### src/hw/lac_ring_pkg.sv
// ring parameters, coefficient parameters and the vector types built from them
`default_nettype none

package lac_ring_pkg;

  // ----------------------------------------------------------------------
  // ring and scheme parameters
  // ----------------------------------------------------------------------
  localparam int Q        = 251;
  localparam int N        = 32;
  localparam int H        = 8;
  localparam int CORE_NUM = 4;
  localparam int COEFF_W  = 8;

  // 2^8 = 256 = Q + 5
  localparam int FOLD_K = (1 << COEFF_W) % Q;

  localparam int IDX_W      = $clog2(N);
  localparam int POS_ADDR_W = $clog2(H / CORE_NUM);

  // ----------------------------------------------------------------------
  // vector types
  // ----------------------------------------------------------------------
  typedef logic [COEFF_W-1:0] coeff_t;
  typedef logic [IDX_W-1:0]   idx_t;

  // slot j holds the position handled by core j
  typedef idx_t [CORE_NUM-1:0] pos_word_t;

  typedef logic [POS_ADDR_W-1:0] pos_addr_t;

  // four terms below 256 fit in two extra bits
  typedef logic [COEFF_W+1:0] sum_t;

endpackage

`default_nettype wire

### src/hw/lac_sched_pkg.sv
// controller state enum, pass constants and pipeline latencies
`default_nettype none

package lac_sched_pkg;

  // one pass per position word
  localparam int PASSES = lac_ring_pkg::H / lac_ring_pkg::CORE_NUM;

  // passes from here on carry the -1 positions
  localparam int NEG_PASS = (lac_ring_pkg::H / 2) / lac_ring_pkg::CORE_NUM;

  // sum, fold and subtract stages of the adder
  localparam int ADD_LAT = 3;

  // read then add ahead of the result write
  localparam int ACC_LAT = 2;

  typedef enum logic [2:0] {
    IDLE,
    FETCH,
    RUN,
    NEXT,
    FINISH
  } ctrl_state_t;

endpackage

`default_nettype wire

### src/hw/sparse_mul_ctrl.sv
// pass sequencer: busy/done handshake, position fetch, sign and first-pass flags
`default_nettype none

module sparse_mul_ctrl (
  input  wire                      clk,
  input  wire                      rst_n,
  input  wire                      start,
  input  wire                      pass_done,
  output logic                     busy,
  output logic                     done,
  output logic                     pos_rd_en,
  output lac_ring_pkg::pos_addr_t  pos_rd_addr,
  output logic                     pass_start,
  output logic                     pass_neg,
  output logic                     first_pass
);

  lac_sched_pkg::ctrl_state_t state;
  lac_ring_pkg::pos_addr_t    pass_cnt;

  logic last_pass;

  assign last_pass = (pass_cnt == lac_ring_pkg::pos_addr_t'(lac_sched_pkg::PASSES - 1));

  // ----------------------------------------------------------------------
  // state machine
  // ----------------------------------------------------------------------
  always_ff @(posedge clk)
  begin
    if (!rst_n)
    begin
      state    <= lac_sched_pkg::IDLE;
      pass_cnt <= '0;
    end
    else
    begin
      case (state)
        lac_sched_pkg::IDLE,
        lac_sched_pkg::FINISH:
        begin
          // a new run may follow the done cycle directly
          if (start)
          begin
            state    <= lac_sched_pkg::FETCH;
            pass_cnt <= '0;
          end
          else
          begin
            state <= lac_sched_pkg::IDLE;
          end
        end
        lac_sched_pkg::FETCH:
        begin
          state <= lac_sched_pkg::RUN;
        end
        lac_sched_pkg::RUN:
        begin
          // wait for the last index of this pass to land in the result RAM
          if (pass_done)
          begin
            state <= last_pass ? lac_sched_pkg::FINISH : lac_sched_pkg::NEXT;
          end
        end
        lac_sched_pkg::NEXT:
        begin
          pass_cnt <= pass_cnt + 1'b1;
          state    <= lac_sched_pkg::FETCH;
        end
        default:
        begin
          state <= lac_sched_pkg::IDLE;
        end
      endcase
    end
  end

  // ----------------------------------------------------------------------
  // outputs decoded from the state register
  // ----------------------------------------------------------------------
  assign busy = (state == lac_sched_pkg::FETCH) || (state == lac_sched_pkg::RUN) ||
                (state == lac_sched_pkg::NEXT);
  assign done = (state == lac_sched_pkg::FINISH);

  // position word for this pass is read while the pass is kicked off
  assign pos_rd_en   = (state == lac_sched_pkg::FETCH);
  assign pos_rd_addr = pass_cnt;
  assign pass_start  = (state == lac_sched_pkg::FETCH);

  assign pass_neg   = (pass_cnt >= lac_sched_pkg::NEG_PASS);
  assign first_pass = (pass_cnt == '0);

endmodule

`default_nettype wire

### src/hw/term_gather.sv
// coefficient and position RAMs, rotating read addresses, negacyclic sign correction
`default_nettype none

module term_gather (
  input  wire                                               clk,
  input  wire                                               rst_n,
  input  wire                                               poly_wr_en,
  input  wire lac_ring_pkg::idx_t                           poly_wr_addr,
  input  wire lac_ring_pkg::coeff_t                         poly_wr_data,
  input  wire                                               pos_wr_en,
  input  wire lac_ring_pkg::pos_addr_t                      pos_wr_addr,
  input  wire lac_ring_pkg::pos_word_t                      pos_wr_data,
  input  wire                                               pos_rd_en,
  input  wire lac_ring_pkg::pos_addr_t                      pos_rd_addr,
  input  wire                                               pass_start,
  input  wire                                               pass_neg,
  input  wire                                               first_pass,
  output logic                                              term_valid,
  output lac_ring_pkg::idx_t                                term_idx,
  output logic                                              term_first,
  output lac_ring_pkg::coeff_t [lac_ring_pkg::CORE_NUM-1:0] terms
);

  lac_ring_pkg::coeff_t    poly_mem [lac_ring_pkg::N];
  lac_ring_pkg::pos_word_t pos_mem [lac_sched_pkg::PASSES];

  lac_ring_pkg::pos_word_t pos_q;
  logic                    load_pend;
  logic                    neg_r;
  logic                    first_r;

  lac_ring_pkg::idx_t   [lac_ring_pkg::CORE_NUM-1:0] rd_addr;
  lac_ring_pkg::coeff_t [lac_ring_pkg::CORE_NUM-1:0] a_q;
  lac_ring_pkg::idx_t                                k_cnt;
  logic                                              running;

  // sideband of the coefficient read stage
  logic               rd_valid;
  lac_ring_pkg::idx_t rd_k;
  logic               rd_first;

  // ----------------------------------------------------------------------
  // RAMs
  // ----------------------------------------------------------------------
  always_ff @(posedge clk)
  begin
    if (poly_wr_en)
      poly_mem[poly_wr_addr] <= poly_wr_data;
    if (pos_wr_en)
      pos_mem[pos_wr_addr] <= pos_wr_data;
    // holds the last word for the whole pass
    if (pos_rd_en)
      pos_q <= pos_mem[pos_rd_addr];
  end

  // ----------------------------------------------------------------------
  // pass sequencing and address rotation
  // ----------------------------------------------------------------------
  always_ff @(posedge clk)
  begin
    if (!rst_n)
    begin
      load_pend <= 1'b0;
      running   <= 1'b0;
      k_cnt     <= '0;
      rd_valid  <= 1'b0;
    end
    else
    begin
      load_pend <= pass_start;
      rd_valid  <= running;
      if (load_pend)
      begin
        running <= 1'b1;
        k_cnt   <= '0;
      end
      else if (running)
      begin
        k_cnt <= k_cnt + 1'b1;
        if (k_cnt == lac_ring_pkg::idx_t'(lac_ring_pkg::N - 1))
          running <= 1'b0;
      end
    end
  end

  always_ff @(posedge clk)
  begin
    if (pass_start)
    begin
      neg_r   <= pass_neg;
      first_r <= first_pass;
    end
    rd_k     <= k_cnt;
    rd_first <= first_r;
  end

  // core j reads a[(k - p_j) mod N], starting at N - p_j
  for (genvar j = 0; j < lac_ring_pkg::CORE_NUM; j++)
  begin : g_core
    logic keep;

    always_ff @(posedge clk)
    begin
      if (load_pend)
        rd_addr[j] <= lac_ring_pkg::idx_t'(lac_ring_pkg::N - pos_q[j]);
      else if (running)
        rd_addr[j] <= rd_addr[j] + 1'b1;
      a_q[j] <= poly_mem[rd_addr[j]];
    end

    // wrapped terms (k < p) pick up the x^N = -1 sign
    assign keep = neg_r ? (rd_k < pos_q[j]) : (rd_k >= pos_q[j]);

    always_ff @(posedge clk)
    begin
      terms[j] <= keep ? a_q[j] : lac_ring_pkg::coeff_t'(lac_ring_pkg::Q - a_q[j]);
    end
  end

  always_ff @(posedge clk)
  begin
    if (!rst_n)
      term_valid <= 1'b0;
    else
      term_valid <= rd_valid;
    term_idx   <= rd_k;
    term_first <= rd_first;
  end

endmodule

`default_nettype wire

### src/hw/mod_q_adder.sv
// three-stage sum of CORE_NUM terms with modulo-Q reduction
`default_nettype none

module mod_q_adder (
  input  wire                                              clk,
  input  wire                                              rst_n,
  input  wire                                              in_valid,
  input  wire lac_ring_pkg::idx_t                          in_idx,
  input  wire                                              in_first,
  input  wire lac_ring_pkg::coeff_t [lac_ring_pkg::CORE_NUM-1:0] terms,
  output logic                                             sum_valid,
  output lac_ring_pkg::idx_t                               sum_idx,
  output logic                                             sum_first,
  output lac_ring_pkg::coeff_t                             sum
);

  lac_ring_pkg::sum_t               raw_sum;
  lac_ring_pkg::sum_t               s1_sum;
  logic [lac_ring_pkg::COEFF_W:0]   fold;
  logic [lac_ring_pkg::COEFF_W:0]   s2_fold;

  logic               [lac_sched_pkg::ADD_LAT-1:0] v_pipe;
  logic               [lac_sched_pkg::ADD_LAT-1:0] first_pipe;
  lac_ring_pkg::idx_t [lac_sched_pkg::ADD_LAT-1:0] idx_pipe;

  always_comb
  begin
    raw_sum = '0;
    for (int j = 0; j < lac_ring_pkg::CORE_NUM; j++)
      raw_sum = raw_sum + lac_ring_pkg::sum_t'(terms[j]);
  end

  // top bits count multiples of 256, each worth FOLD_K mod Q
  assign fold = (lac_ring_pkg::COEFF_W+1)'(s1_sum[lac_ring_pkg::COEFF_W-1:0]) +
                (lac_ring_pkg::COEFF_W+1)'(s1_sum[lac_ring_pkg::COEFF_W+1:lac_ring_pkg::COEFF_W] *
                                           lac_ring_pkg::FOLD_K);

  // ----------------------------------------------------------------------
  // data stages
  // ----------------------------------------------------------------------
  always_ff @(posedge clk)
  begin
    s1_sum  <= raw_sum;
    s2_fold <= fold;
    // folded value stays below 2Q, one subtract is enough
    sum <= (s2_fold >= lac_ring_pkg::Q) ? lac_ring_pkg::coeff_t'(s2_fold - lac_ring_pkg::Q)
                                        : lac_ring_pkg::coeff_t'(s2_fold);
  end

  // index and flags ride alongside
  always_ff @(posedge clk)
  begin
    if (!rst_n)
      v_pipe <= '0;
    else
      v_pipe <= {v_pipe[lac_sched_pkg::ADD_LAT-2:0], in_valid};
    first_pipe <= {first_pipe[lac_sched_pkg::ADD_LAT-2:0], in_first};
    idx_pipe   <= {idx_pipe[lac_sched_pkg::ADD_LAT-2:0], in_idx};
  end

  assign sum_valid = v_pipe[lac_sched_pkg::ADD_LAT-1];
  assign sum_first = first_pipe[lac_sched_pkg::ADD_LAT-1];
  assign sum_idx   = idx_pipe[lac_sched_pkg::ADD_LAT-1];

endmodule

`default_nettype wire

### src/hw/res_accum.sv
// result RAM with read-modify-write accumulation and the registered readout port
`default_nettype none

module res_accum (
  input  wire                        clk,
  input  wire                        rst_n,
  input  wire                        sum_valid,
  input  wire lac_ring_pkg::idx_t    sum_idx,
  input  wire                        sum_first,
  input  wire lac_ring_pkg::coeff_t  sum,
  input  wire                        res_rd_en,
  input  wire lac_ring_pkg::idx_t    res_rd_addr,
  output lac_ring_pkg::coeff_t       res_rd_data,
  output logic                       pass_done
);

  lac_ring_pkg::coeff_t res_mem [lac_ring_pkg::N];

  lac_ring_pkg::idx_t   rd_addr;
  lac_ring_pkg::coeff_t rd_q;
  logic                 ext_pend;

  // stage one holds the incoming item while the old value is read
  lac_ring_pkg::coeff_t s1_sum;
  logic                 s1_first;

  // stage two holds the unreduced accumulation
  logic [lac_ring_pkg::COEFF_W:0] s2_acc;
  lac_ring_pkg::coeff_t           old_val;
  lac_ring_pkg::coeff_t           wr_data;

  logic               [lac_sched_pkg::ACC_LAT-1:0] v_pipe;
  lac_ring_pkg::idx_t [lac_sched_pkg::ACC_LAT-1:0] idx_pipe;

  logic               wr_en;
  lac_ring_pkg::idx_t wr_addr;

  // the external port only reads while the controller is idle
  assign rd_addr = res_rd_en ? res_rd_addr : sum_idx;

  assign wr_en   = v_pipe[lac_sched_pkg::ACC_LAT-1];
  assign wr_addr = idx_pipe[lac_sched_pkg::ACC_LAT-1];

  // pass 0 starts from zero whatever the RAM still holds
  assign old_val = s1_first ? '0 : rd_q;

  assign wr_data = (s2_acc >= lac_ring_pkg::Q) ? lac_ring_pkg::coeff_t'(s2_acc - lac_ring_pkg::Q)
                                               : lac_ring_pkg::coeff_t'(s2_acc);

  // ----------------------------------------------------------------------
  // RAM and datapath
  // ----------------------------------------------------------------------
  always_ff @(posedge clk)
  begin
    rd_q <= res_mem[rd_addr];
    if (wr_en)
      res_mem[wr_addr] <= wr_data;
    s1_sum   <= sum;
    s1_first <= sum_first;
    s2_acc   <= (lac_ring_pkg::COEFF_W+1)'(old_val) + (lac_ring_pkg::COEFF_W+1)'(s1_sum);
    if (ext_pend)
      res_rd_data <= rd_q;
  end

  // ----------------------------------------------------------------------
  // control
  // ----------------------------------------------------------------------
  always_ff @(posedge clk)
  begin
    if (!rst_n)
    begin
      v_pipe    <= '0;
      ext_pend  <= 1'b0;
      pass_done <= 1'b0;
    end
    else
    begin
      v_pipe    <= {v_pipe[lac_sched_pkg::ACC_LAT-2:0], sum_valid};
      ext_pend  <= res_rd_en;
      // the last index of a pass is being written right now
      pass_done <= wr_en && (wr_addr == lac_ring_pkg::idx_t'(lac_ring_pkg::N - 1));
    end
    idx_pipe <= {idx_pipe[lac_sched_pkg::ACC_LAT-2:0], sum_idx};
  end

endmodule

`default_nettype wire

### src/hw/sparse_mul.sv
// sparse polynomial multiplier top level: controller, gather, adder and accumulator
`default_nettype none

module sparse_mul (
  input  wire                           clk,
  input  wire                           rst_n,
  input  wire                           start,
  output logic                          busy,
  output logic                          done,
  input  wire                           poly_wr_en,
  input  wire lac_ring_pkg::idx_t       poly_wr_addr,
  input  wire lac_ring_pkg::coeff_t     poly_wr_data,
  input  wire                           pos_wr_en,
  input  wire lac_ring_pkg::pos_addr_t  pos_wr_addr,
  input  wire lac_ring_pkg::pos_word_t  pos_wr_data,
  input  wire                           res_rd_en,
  input  wire lac_ring_pkg::idx_t       res_rd_addr,
  output lac_ring_pkg::coeff_t          res_rd_data
);

  // controller to gather
  wire                          pos_rd_en;
  wire lac_ring_pkg::pos_addr_t pos_rd_addr;
  wire                          pass_start;
  wire                          pass_neg;
  wire                          first_pass;

  // gather to adder
  wire                                              term_valid;
  wire lac_ring_pkg::idx_t                          term_idx;
  wire                                              term_first;
  wire lac_ring_pkg::coeff_t [lac_ring_pkg::CORE_NUM-1:0] terms;

  // adder to accumulator, and back to the controller
  wire                       sum_valid;
  wire lac_ring_pkg::idx_t   sum_idx;
  wire                       sum_first;
  wire lac_ring_pkg::coeff_t sum;
  wire                       pass_done;

  sparse_mul_ctrl ctrl0 (
    .clk         (clk),
    .rst_n       (rst_n),
    .start       (start),
    .pass_done   (pass_done),
    .busy        (busy),
    .done        (done),
    .pos_rd_en   (pos_rd_en),
    .pos_rd_addr (pos_rd_addr),
    .pass_start  (pass_start),
    .pass_neg    (pass_neg),
    .first_pass  (first_pass)
  );

  term_gather gather0 (
    .clk          (clk),
    .rst_n        (rst_n),
    .poly_wr_en   (poly_wr_en),
    .poly_wr_addr (poly_wr_addr),
    .poly_wr_data (poly_wr_data),
    .pos_wr_en    (pos_wr_en),
    .pos_wr_addr  (pos_wr_addr),
    .pos_wr_data  (pos_wr_data),
    .pos_rd_en    (pos_rd_en),
    .pos_rd_addr  (pos_rd_addr),
    .pass_start   (pass_start),
    .pass_neg     (pass_neg),
    .first_pass   (first_pass),
    .term_valid   (term_valid),
    .term_idx     (term_idx),
    .term_first   (term_first),
    .terms        (terms)
  );

  mod_q_adder adder0 (
    .clk       (clk),
    .rst_n     (rst_n),
    .in_valid  (term_valid),
    .in_idx    (term_idx),
    .in_first  (term_first),
    .terms     (terms),
    .sum_valid (sum_valid),
    .sum_idx   (sum_idx),
    .sum_first (sum_first),
    .sum       (sum)
  );

  res_accum accum0 (
    .clk         (clk),
    .rst_n       (rst_n),
    .sum_valid   (sum_valid),
    .sum_idx     (sum_idx),
    .sum_first   (sum_first),
    .sum         (sum),
    .res_rd_en   (res_rd_en),
    .res_rd_addr (res_rd_addr),
    .res_rd_data (res_rd_data),
    .pass_done   (pass_done)
  );

endmodule

`default_nettype wire

### config.mk
export PLATFORM = sky130hd
export DESIGN_NAME = sparse_mul
export DESIGN_NICKNAME = d
export VERILOG_FILES = /design/src/hw/lac_ring_pkg.sv /design/src/hw/lac_sched_pkg.sv /design/src/hw/sparse_mul_ctrl.sv /design/src/hw/term_gather.sv /design/src/hw/mod_q_adder.sv /design/src/hw/res_accum.sv /design/src/hw/sparse_mul.sv
export SDC_FILE = /design/constraint.sdc
export NUM_CORES = 1
export LEC_CHECK = 0
export BUFFER_PORTS_ARGS = -buffer_cell sky130_fd_sc_hd__buf_4
export CAP_MARGIN = 20
export CORE_MARGIN = 3
export CORE_UTILIZATION = 30
export DETAILED_ROUTE_END_ITERATION = 8
export MAX_ROUTING_LAYER = met4
export PLACE_DENSITY_LB_ADDON = 0.15
export SKIP_CTS_REPAIR_TIMING = 1
export SYNTH_ARGS = -nofsm -noshare
export SYNTH_HDL_FRONTEND = slang
export SYNTH_SLANG_ARGS = --single-unit
### constraint.sdc
create_clock -name clk -period 3.6 [get_ports clk]
set_clock_uncertainty 0.2 [all_clocks]
set_input_delay 0.54 -clock clk [delete_from_list [all_inputs] [get_ports clk]]
set_output_delay 0.54 -clock clk [all_outputs]
set_load 0.03 [all_outputs]
==> results by group, run 1 <==
Critical path
  – Crit end category: flop
  – Worst Path Required: 3940 ps
  – CP Class: reg -> reg
  – Arrival time worst endpoint: 3650 ps
  – Most used cell, CP: fa_1
  – CP top delay family: adder cells
  – Max incr delay on CP: 490 ps
  – Worst Path Buf+Inv: 2
  – CP Cell Sequence: ha_1 > inv_1 > fa_1 > fa_1 > inv_1 > ha_1 > fa_1 > a21o_1 > a21oi_1 > o21bai_1 > a21oi_1 > o21ai_0
  – Crit start category: flop
  – Worst Path Max Fanout: 2
  – Worst path slowest cell: fa_1

Global route
  – Grt total ovfl: 0
  – GRT Overall Usage: 0.171
  – First-pass GRT wire length: 154 mm
  – Largest net degree at the start of global routing: 91
  – Initial antenna violation count: 2
  – Number of global-route vias before repair: 22300

Outcome
  – Status: finished clean

Die
  – Die H: 356 µm
  – Die area: 127000 µm²
  – Core ar.: 121000 µm²
  – # rows: 127
  – DIE WIDTH: 356 µm
  – Initial Util: 0.304
  – Io pins: 55

Place
  – DP HPWL: 69.7 mm
  – Post-Place Worst Slack: 223 ps
  – Dpl cells: 4013
  – RD Place Congestion: 0.796
  – Port Buffer Count: 54
  – Placed standard-cell area: 39600 µm²

STA
  – Fmax: 302 MHz
  – Pins Over Slew Limit: 0
  – Final setup violation count: 0
  – TNS Setup: 0 ps
  – Slew @ Worst Pin: 1150 ps
  – Max-slew headroom: 0.232
  – Fin. Hold Viols: 0
  – Final worst slack: 291 ps
  – Shortest period the worst path allows: 3310 ps
  – RSZ-0062 raised after global routing: false
  – Fin crit share: 0.919

Clock tree
  – CTS tree: yes
  – Clk pin slew, worst setup/hold paths: 60 ps
  – Htree depth: 3
  – Total CTS buffers: 90
  – Sink Count: 779
  – Longest Clk Path Bufs: 3
  – Root Buffer: clkbuf_16
  – Worst-skew pair later-pin latency: 670 ps

Detailed routing
  – DRC viols: 0
  – Violation count after the first detailed-route iteration: 1799
  – Via/cell ratio: 5.12
  – Via count of the routed design: 21500
  – Final WL: 104 mm
  – Avg WL per Cell: 24.8 µm
  – Number of nets with antenna violations after routing: 0
  – Pre-antenna DRT Iters: 5

Yosys
  – Mean post-synth cell area: 15.5 µm²
  – Number of enable flip-flop cells after synthesis: 602
  – Most frequent cell after synthesis: edfxtp_1
  – Synth Warn #: 0
  – Async SR Flop Fraction: 0
  – Commonest cells post-synth: edfxtp_1 (602), mux4_2 (323), nand2_1 (259)
  – Synth Flop Type: edfxtp_1
  – Sequential share of the synthesized area: 0.589
  – Synth Cell Area: 36700 µm²
  – Mapped Nets: 2494
  – Area leader, netlist: edfxtp_1
  – Synth Register Bits: 779
  – Top-area cell type share of the netlist area: 0.492
  – Synth area leaders: edfxtp_1 (49%), mux4_2 (20%), dfxtp_1 (9.6%)
  – Synth cell types: 47
  – Post-synthesis cell count: 2369

Power
  – VDD IR max: 0.420 mV
  – Pwr Total: 28400 µW
  – Power Dens Cells: 663 nW/µm²
  – Leakage: 0.0146 µW

Finish
  – Final Net Count: 2641
  – Cell Count, Final, Fillers Out: 4207
  – Syn-to-layout area delta: 16.6%
  – Share of cells above drive strength 1: 0.278
  – Layout Cell Area excl Fill: 42800 µm²

Min path
  – Hold WC Path Type: in -> reg

Flow run
  – # Max-Cap Violations: 0
per-layer routing:
metal | vias up | global-route usage | part of all wire
met2 | 608 | 0.287 | 0.50
met4 | 0 | 0.0598 | 0.034
met3 | 201 | 0.0258 | 0.049
li1 | 9581 | - | -
met5 | - | - | 0
met1 | 11100 | 0.210 | 0.41
flip-flops by register name, summed over array words and instances (netlist names), 9 cells and up:
| name | count |
|---|---|
| adder0.s1_sum | 10 |
| gather0.pos_q | 20 |
| gather0.pos_mem | 40 |
| accum0.res_mem | 256 |
| gather0.terms | 32 |
| gather0.a_q | 32 |
| adder0.s2_fold | 9 |
| gather0.rd_addr | 20 |
| adder0.idx_pipe | 10 |
| accum0.s2_acc | 9 |
| gather0.poly_mem | 256 |
worst paths after layout:
check	startpoint	endpoint	slack, ps	cells after the start
worst max register to register	gather0.terms[0]	adder0.s1_sum[9]	290	12
worst min-delay path	res_rd_en	accum0.ext_pend	70	2
worst min register to register	adder0.sum[0]	accum0.s1_sum[0]	90	0
worst max-delay path	gather0.terms[0]	adder0.s1_sum[9]	290	12
through the flow:
stage	hold WS, ps	utilization
CTS	-198	0.352
floorplan	110	-
detailed placement	112	0.328
finish	65.9	0.354
global route	38.3	0.354
global placement	111	0.328
placed cells by master (no fill, tap or decap), types with 7 or more instances in the layout:
master | Yosys | routed
mux2i_1 | 9 | 9
mux2_2 | 61 | 61
xnor2_1 | 51 | 48
fa_1 | 12 | 12
clkbuf_16 | 0 | 92
a221oi_1 | 16 | 16
nand3_1 | 26 | 26
mux4_2 | 323 | 323
and3_1 | 36 | 36
o21ai_0 | 33 | 32
clkinv_1 | 0 | 12
and2_1 | 11 | 11
nor3_1 | 12 | 12
clkbuf_8 | 0 | 7
a31oi_1 | 30 | 30
xor2_1 | 34 | 31
dfxtp_1 | 177 | 177
ha_1 | 68 | 68
o22ai_1 | 50 | 50
nor2b_1 | 79 | 78
nor4_1 | 24 | 24
edfxtp_1 | 602 | 602
buf_12 | 0 | 18
buf_4 | 6 | 149
nand2b_1 | 19 | 19
nand2_1 | 259 | 259
nor2_2 | 0 | 10
nand3b_1 | 11 | 11
clkinv_2 | 0 | 21
inv_1 | 67 | 67
clkbuf_1 | 63 | 17
a21o_1 | 12 | 12
dlygate4sd3_1 | 0 | 21
a21oi_1 | 67 | 67
nor2_1 | 109 | 99
layout make-up:
| type | instances | area (µm²) |
|---|---|---|
| fill | 11500 | 78000 |
| sequential | 779 | 21600 |
| multi-input combinational | 1388 | 14200 |
| clock buffer | 116 | 2460 |
| tap | 1612 | 2020 |
| timing repair buffer | 190 | 1730 |
| clock inverter | 53 | 499 |
| inverter | 67 | 251 |
| antenna | 2 | 5.00 |
kinds of logic after synthesis:
kind of cell	synth area share
flip-flops	0.589
AND/OR/NAND/NOR	0.0765
multiplexers	0.220
AO/OA/AOI/OAI	0.0382
buffers and inverters	0.0266
XOR/XNOR	0.0203
adder cells (fa/ha/maj)	0.0297
power breakdown:
group,internal [µW],switching (µW)
Combinational,3310,4260
Clock,5300,3800
Sequential,11200,553
Note: power is estimated with default switching activity, not from simulation.
==> run 2: changes to the inputs <==
--- a/config.mk
+++ b/config.mk
@@ -7,12 +7,13 @@
 export LEC_CHECK = 0
 export BUFFER_PORTS_ARGS = -buffer_cell sky130_fd_sc_hd__buf_4
 export CAP_MARGIN = 20
-export CORE_MARGIN = 3
+export CORE_MARGIN = 4
 export CORE_UTILIZATION = 30
 export DETAILED_ROUTE_END_ITERATION = 8
 export MAX_ROUTING_LAYER = met4
-export PLACE_DENSITY_LB_ADDON = 0.15
+export PLACE_DENSITY = 0.48
 export SKIP_CTS_REPAIR_TIMING = 1
 export SYNTH_ARGS = -nofsm -noshare
 export SYNTH_HDL_FRONTEND = slang
+export SYNTH_HIERARCHICAL = 1
 export SYNTH_SLANG_ARGS = --single-unit
==> run 2 against run 1 <==
  * Core utilization fell by 0.12 points
  * Critical path type unchanged
  * First-iteration DRC count rose by 15%
  * Critical endpoint is now adder0/s1_sum[9]
  * Final area rose by 0.97%
  * Worst hold slack got worse by 25 ps
  * Global-route usage rose by 0.62 points
  * Non-clock buffer count rose by 21
  * Largest power group unchanged
  * Largest cell class unchanged
  * Highest routed layer unchanged
==> results by group, run 2 <==
Detailed routing
  – Pre-antenna DRT Iters: 5
  – Via/cell ratio: 5.24
  – Avg WL per Cell: 25.2 µm
  – Number of nets with antenna violations after routing: 0
  – Via count of the routed design: 23400
  – Violation count after the first detailed-route iteration: 2061
  – DRC viols: 0
  – Final WL: 113 mm

STA
  – TNS Setup: 0 ps
  – Fin crit share: 0.843
  – Fmax: 330 MHz
  – Final setup violation count: 0
  – Max-slew headroom: 0.296
  – Final worst slack: 566 ps
  – Pins Over Slew Limit: 0
  – RSZ-0062 raised after global routing: false
  – Fin. Hold Viols: 0
  – Shortest period the worst path allows: 3030 ps
  – Slew @ Worst Pin: 1060 ps

Clock tree
  – Longest Clk Path Bufs: 3
  – Total CTS buffers: 88
  – Clk pin slew, worst setup/hold paths: 60 ps
  – CTS tree: yes
  – Root Buffer: clkbuf_16
  – Htree depth: 3
  – Sink Count: 779
  – Worst-skew pair later-pin latency: 700 ps

Global route
  – First-pass GRT wire length: 165 mm
  – Met2 GRT Util: 0.286
  – Largest net degree at the start of global routing: 50
  – Grt total ovfl: 0
  – Initial antenna violation count: 3
  – Number of global-route vias before repair: 24200
  – GRT Overall Usage: 0.177
  – Global routing usage on met1: 0.213
  – Met3 GRT Util: 0.0402
  – Busiest grt layer: met2

Die
  – Core ar.: 122000 µm²
  – Initial Util: 0.303
  – # rows: 128
  – Die area: 129000 µm²
  – DIE WIDTH: 360 µm
  – Die H: 360 µm
  – Io pins: 55

Yosys
  – Top-area cell type share of the netlist area: 0.487
  – Synth Register Bits: 779
  – Synth area leaders: edfxtp_1 (49%), mux4_2 (13%), dfxtp_1 (9.5%)
  – Mapped Nets: 2740
  – Synth Warn #: 6
  – Sequential share of the synthesized area: 0.582
  – Area leader, netlist: edfxtp_1
  – Async SR Flop Fraction: 0
  – Number of enable flip-flop cells after synthesis: 602
  – Most frequent cell after synthesis: edfxtp_1
  – Post-synthesis cell count: 2616
  – Commonest cells post-synth: edfxtp_1 (602), nand2_1 (291), mux4_2 (211)
  – Synth cell types: 60
  – Mean post-synth cell area: 14.2 µm²
  – Synth Flop Type: edfxtp_1
  – Synth Cell Area: 37100 µm²

Place
  – DP HPWL: 76.3 mm
  – Post-Place Worst Slack: 580 ps
  – Port Buffer Count: 54
  – Placed standard-cell area: 39900 µm²
  – RD Place Congestion: 0.875

Critical path
  – Arrival time worst endpoint: 3400 ps
  – Max incr delay on CP: 560 ps
  – CP Cell Sequence: fa_1 > fa_1 > ha_1 > fa_1 > a21o_1 > a21oi_2 > o21ai_1 > nor4_1 > a21oi_1
  – CP Class: reg -> reg
  – Crit end category: flop
  – Worst Path Max Fanout: 2
  – CP top delay family: adder cells
  – Crit start category: flop
  – Worst Path Buf+Inv: 0
  – Worst Path Required: 3960 ps
  – Worst path slowest cell: fa_1
  – Most used cell, CP: fa_1

Outcome
  – Status: finished clean

Finish
  – Final Net Count: 2889
  – Commonest non-fill, non-tap cells in the layout: edfxtp_1 (602), nand2_1 (291), mux4_2 (211)
  – Final core occ: 0.353
  – Layout Cell Area excl Fill: 43200 µm²
  – Syn-to-layout area delta: 16.4%
  – Share of cells above drive strength 1: 0.218
  – Biggest regs: accum0/res_mem: 256 flops, gather0/poly_mem: 256 flops, gather0/pos_mem: 40 flops
  – Most common cell after layout, fill and taps aside: edfxtp_1

Power
  – Power Dens Cells: 660 nW/µm²
  – Leakage: 0.0153 µW
  – VDD IR max: 0.589 mV
  – Pwr Total: 28500 µW

Min path
  – Hold WC Path Type: in -> reg

Flow run
  – # Max-Cap Violations: 0
==> run 2: metal layers <==
metal  wire length (µm)  part of all wire  vias to the layer above
li1                   -                 -                    10400
met1              46300              0.41                    12100
met2              54400              0.48                      715
met3               6660             0.059                      245
met4               5290             0.047                        0
met5                  0                 0                        -
==> run 2: cells by family after synthesis <==
group                      Yosys count  share of synthesized area
xor gates and xnor gates            74                     0.0175
DFF                                779                      0.582
adders and majority gates           79                     0.0303
muxes                              453                      0.195
buffers and inverters              215                     0.0285
AOI/OAI and AO/OA                  340                     0.0605
and+or+nand+nor                    676                     0.0860
==> run 2: final timing paths <==
path	depth (start not counted)	startpoint	slack, ps	end
setup / recovery	9	gather0/terms[1]	570	adder0/s1_sum[9]
hold reg to reg	0	adder0/first_pipe[2]	120	accum0/s1_first
hold / removal	2	rst_n	40	gather0/running
setup reg to reg	9	gather0/terms[1]	570	adder0/s1_sum[9]
==> run 2: cell type report <==
| type | count | area (µm²) |
|---|---|---|
| diodes | 1 | 2.50 |
| clock buffers | 109 | 2310 |
| clock inverters | 56 | 718 |
| fillers | 11800 | 79100 |
| inverters | 63 | 236 |
| multi-input cells | 1622 | 14500 |
| flip-flops and latches | 779 | 21600 |
| well taps | 1625 | 2030 |
| repair buffers | 211 | 1800 |
==> run 2: power breakdown <==
part | switching [µW] | internal [µW]
Sequential | 556 | 11200
Combinational | 4410 | 3030
Clock | 3840 | 5550
Total | 8810 | 19700
==> run 2: stage by stage <==
stage	cells	hold slack [ps]
2_1_floorplan	2616	110
3_3_place_gp	4278	110
3_5_place_dp	4278	112
4_1_cts	4443	-226
5_1_grt	4466	10.0
6_report	4466	41.2
==> run 3: changes to the inputs <==
--- a/config.mk
+++ b/config.mk
@@ -11,7 +11,7 @@
 export CORE_UTILIZATION = 30
 export DETAILED_ROUTE_END_ITERATION = 8
 export MAX_ROUTING_LAYER = met4
-export PLACE_DENSITY = 0.48
+export PLACE_DENSITY = 0.49
 export SKIP_CTS_REPAIR_TIMING = 1
 export SYNTH_ARGS = -nofsm -noshare
 export SYNTH_HDL_FRONTEND = slang
==> constraint.sdc (replaced) <==
create_clock -name clk -period 2.5 [get_ports clk]
set_clock_uncertainty 0.2 [all_clocks]
set_input_delay 0.375 -clock clk [delete_from_list [all_inputs] [get_ports clk]]
set_output_delay 0.375 -clock clk [all_outputs]
set_load 0.03 [all_outputs]
==> run 3 against run 2 <==
  * The run now ends with negative setup slack left
  * Combinational power increased by 72%
  * Critical endpoint unchanged
  * Critical path type unchanged
  * Maximum frequency up 6.0%
  * Wire length shrank 0.96%
  * Die area stayed put
  * Final cell count up 3.9%
  * Global-route usage decreased by 0.66 points
  * Non-clock buffer count grew 178
  * Total power up 50%
  * Core utilization is 1.6 points higher
==> results by group, run 3 (synthesized netlist as in run 2, its figures left out) <==
STA
  – Slew @ Worst Pin: 560 ps
  – Pins Over Slew Limit: 0
  – Final setup violation count: 8
  – Fin crit share: 1.15
  – Fin. Hold Viols: 0
  – Fmax: 349 MHz
  – Shortest period the worst path allows: 2860 ps
  – Final worst slack: -363 ps
  – RSZ-0062 raised after global routing: true
  – Max-slew headroom: 0.623

Detailed routing
  – Via/cell ratio: 5.16
  – DRC viols: 0
  – Avg WL per Cell: 24.1 µm
  – Violation count after the first detailed-route iteration: 1875
  – Final WL: 112 mm
  – Number of nets with antenna violations after routing: 0
  – Via count of the routed design: 23900
  – Pre-antenna DRT Iters: 5

Critical path
  – Worst Path Max Fanout: 2
  – Reg2reg start: gather0/terms[2]
  – Crit end category: flop
  – Worst path slowest cell: fa_1
  – Arrival time worst endpoint: 3220 ps
  – CP Class: reg -> reg
  – Launch point of the worst path: gather0/terms[2]
  – Worst Path Required: 2860 ps
  – CP Cell Sequence: inv_2 > fa_1 > fa_1 > inv_2 > fa_2 > a21o_1 > a21oi_2 > o21ai_2 > nor4_2 > a21oi_1
  – Crit start category: flop
  – Max incr delay on CP: 510 ps

Place
  – RD Place Congestion: 0.898
  – Port Buffer Count: 54
  – Post-Place Worst Slack: -364 ps
  – DP HPWL: 76.1 mm

Die
  – Core ar.: 122000 µm²
  – Die H: 360 µm
  – Die area: 129000 µm²
  – # rows: 128
  – Io pins: 55
  – Initial Util: 0.303
  – DIE WIDTH: 360 µm

Outcome
  – Status: finished, violations left
  – Violated checks: negative setup slack

Clock tree
  – Clk pin slew, worst setup/hold paths: 60 ps
  – Sink Count: 779
  – Total CTS buffers: 88
  – Worst-skew pair later-pin latency: 680 ps
  – Htree depth: 3
  – Root Buffer: clkbuf_16
  – CTS tree: yes
  – Longest Clk Path Bufs: 3

Min path
  – Hold WC Path Type: in -> reg
  – Hold path start: res_rd_en

Global route
  – Met3 GRT Util: 0.0230
  – Initial antenna violation count: 0
  – Largest net degree at the start of global routing: 55
  – Busiest grt layer: met2
  – Met2 GRT Util: 0.280
  – Grt total ovfl: 0
  – Global routing usage on met1: 0.214
  – First-pass GRT wire length: 161 mm
  – GRT Overall Usage: 0.170
  – Number of global-route vias before repair: 24300

Power
  – Leakage: 0.0164 µW
  – VDD IR max: 0.918 mV
  – Power Dens Cells: 944 nW/µm²

Finish
  – Final core occ: 0.369
  – Final Net Count: 3067
  – Syn-to-layout area delta: 21.8%
  – Most common cell after layout, fill and taps aside: edfxtp_1
  – Share of cells above drive strength 1: 0.276
  – Biggest regs: accum0/res_mem: 256 flops, gather0/poly_mem: 256 flops, gather0/pos_mem: 40 flops
  – Ant. Diodes: 0
  – Commonest non-fill, non-tap cells in the layout: edfxtp_1 (602), buf_4 (304), nand2_1 (290)

Flow run
  – # Max-Cap Violations: 0
run 3: final timing paths:
kind | end | slack, ps | depth (start not counted)
max | adder0/s1_sum[9] | -360 | 10
min | accum0/ext_pend | 10 | 3
max reg2reg | adder0/s1_sum[9] | -360 | 10
min reg2reg | adder0/sum_idx[1] | 130 | 0
run 3: area by class of cell:
cell class                      instances  area (µm²)
Clock buffer                          123        2510
Sequential cell                       779       21600
Fill cell                           11600       77100
Multi-Input combinational cell       1622       14700
Timing Repair Buffer                  389        3630
Tap cell                             1625        2030
Inverter                               63         236
Clock inverter                         38         458
run 3: critical path, delay by kind of cell, from the launching register on:
| kind | cells | cell delay (ps) |
|---|---|---|
| AO/OA/AOI/OAI | 4 | 510 |
| adder cells (fa/ha/maj) | 3 | 1400 |
| buffers and inverters | 2 | 90 |
| flip-flops | 1 | 320 |
| AND/OR/NAND/NOR | 1 | 240 |
run 3: per-stage QoR:
step           hold slack (ps)  setup TNS, ps  total power [µW]  std cells  instance area (µm²)
2_1_floorplan              110           -489             24100       2616                37200
3_3_place_gp               111          -2950             29000       4424                41400
3_5_place_dp               112          -3090             29100       4424                41400
4_1_cts                   -353          -2370             42300       4585                44300
5_1_grt                   2.28          -2250             44900       4639                45200
6_report                  10.0          -1380             42700       4639                45200
run 3: metal layers:
metal | wire length [µm] | vias up
li1 | - | 10700
met1 | 46600 | 12200
met2 | 54900 | 747
met3 | 5150 | 230
met4 | 4930 | 0
met5 | 0 | -
run 3: report_power, final:
group,internal (µW),leakage [µW],switching [µW]
Clock,7610,0.00144,5430
Sequential,16100,0.00691,827
Combinational,5850,0.00803,6930
Total,29500,0.0164,13200
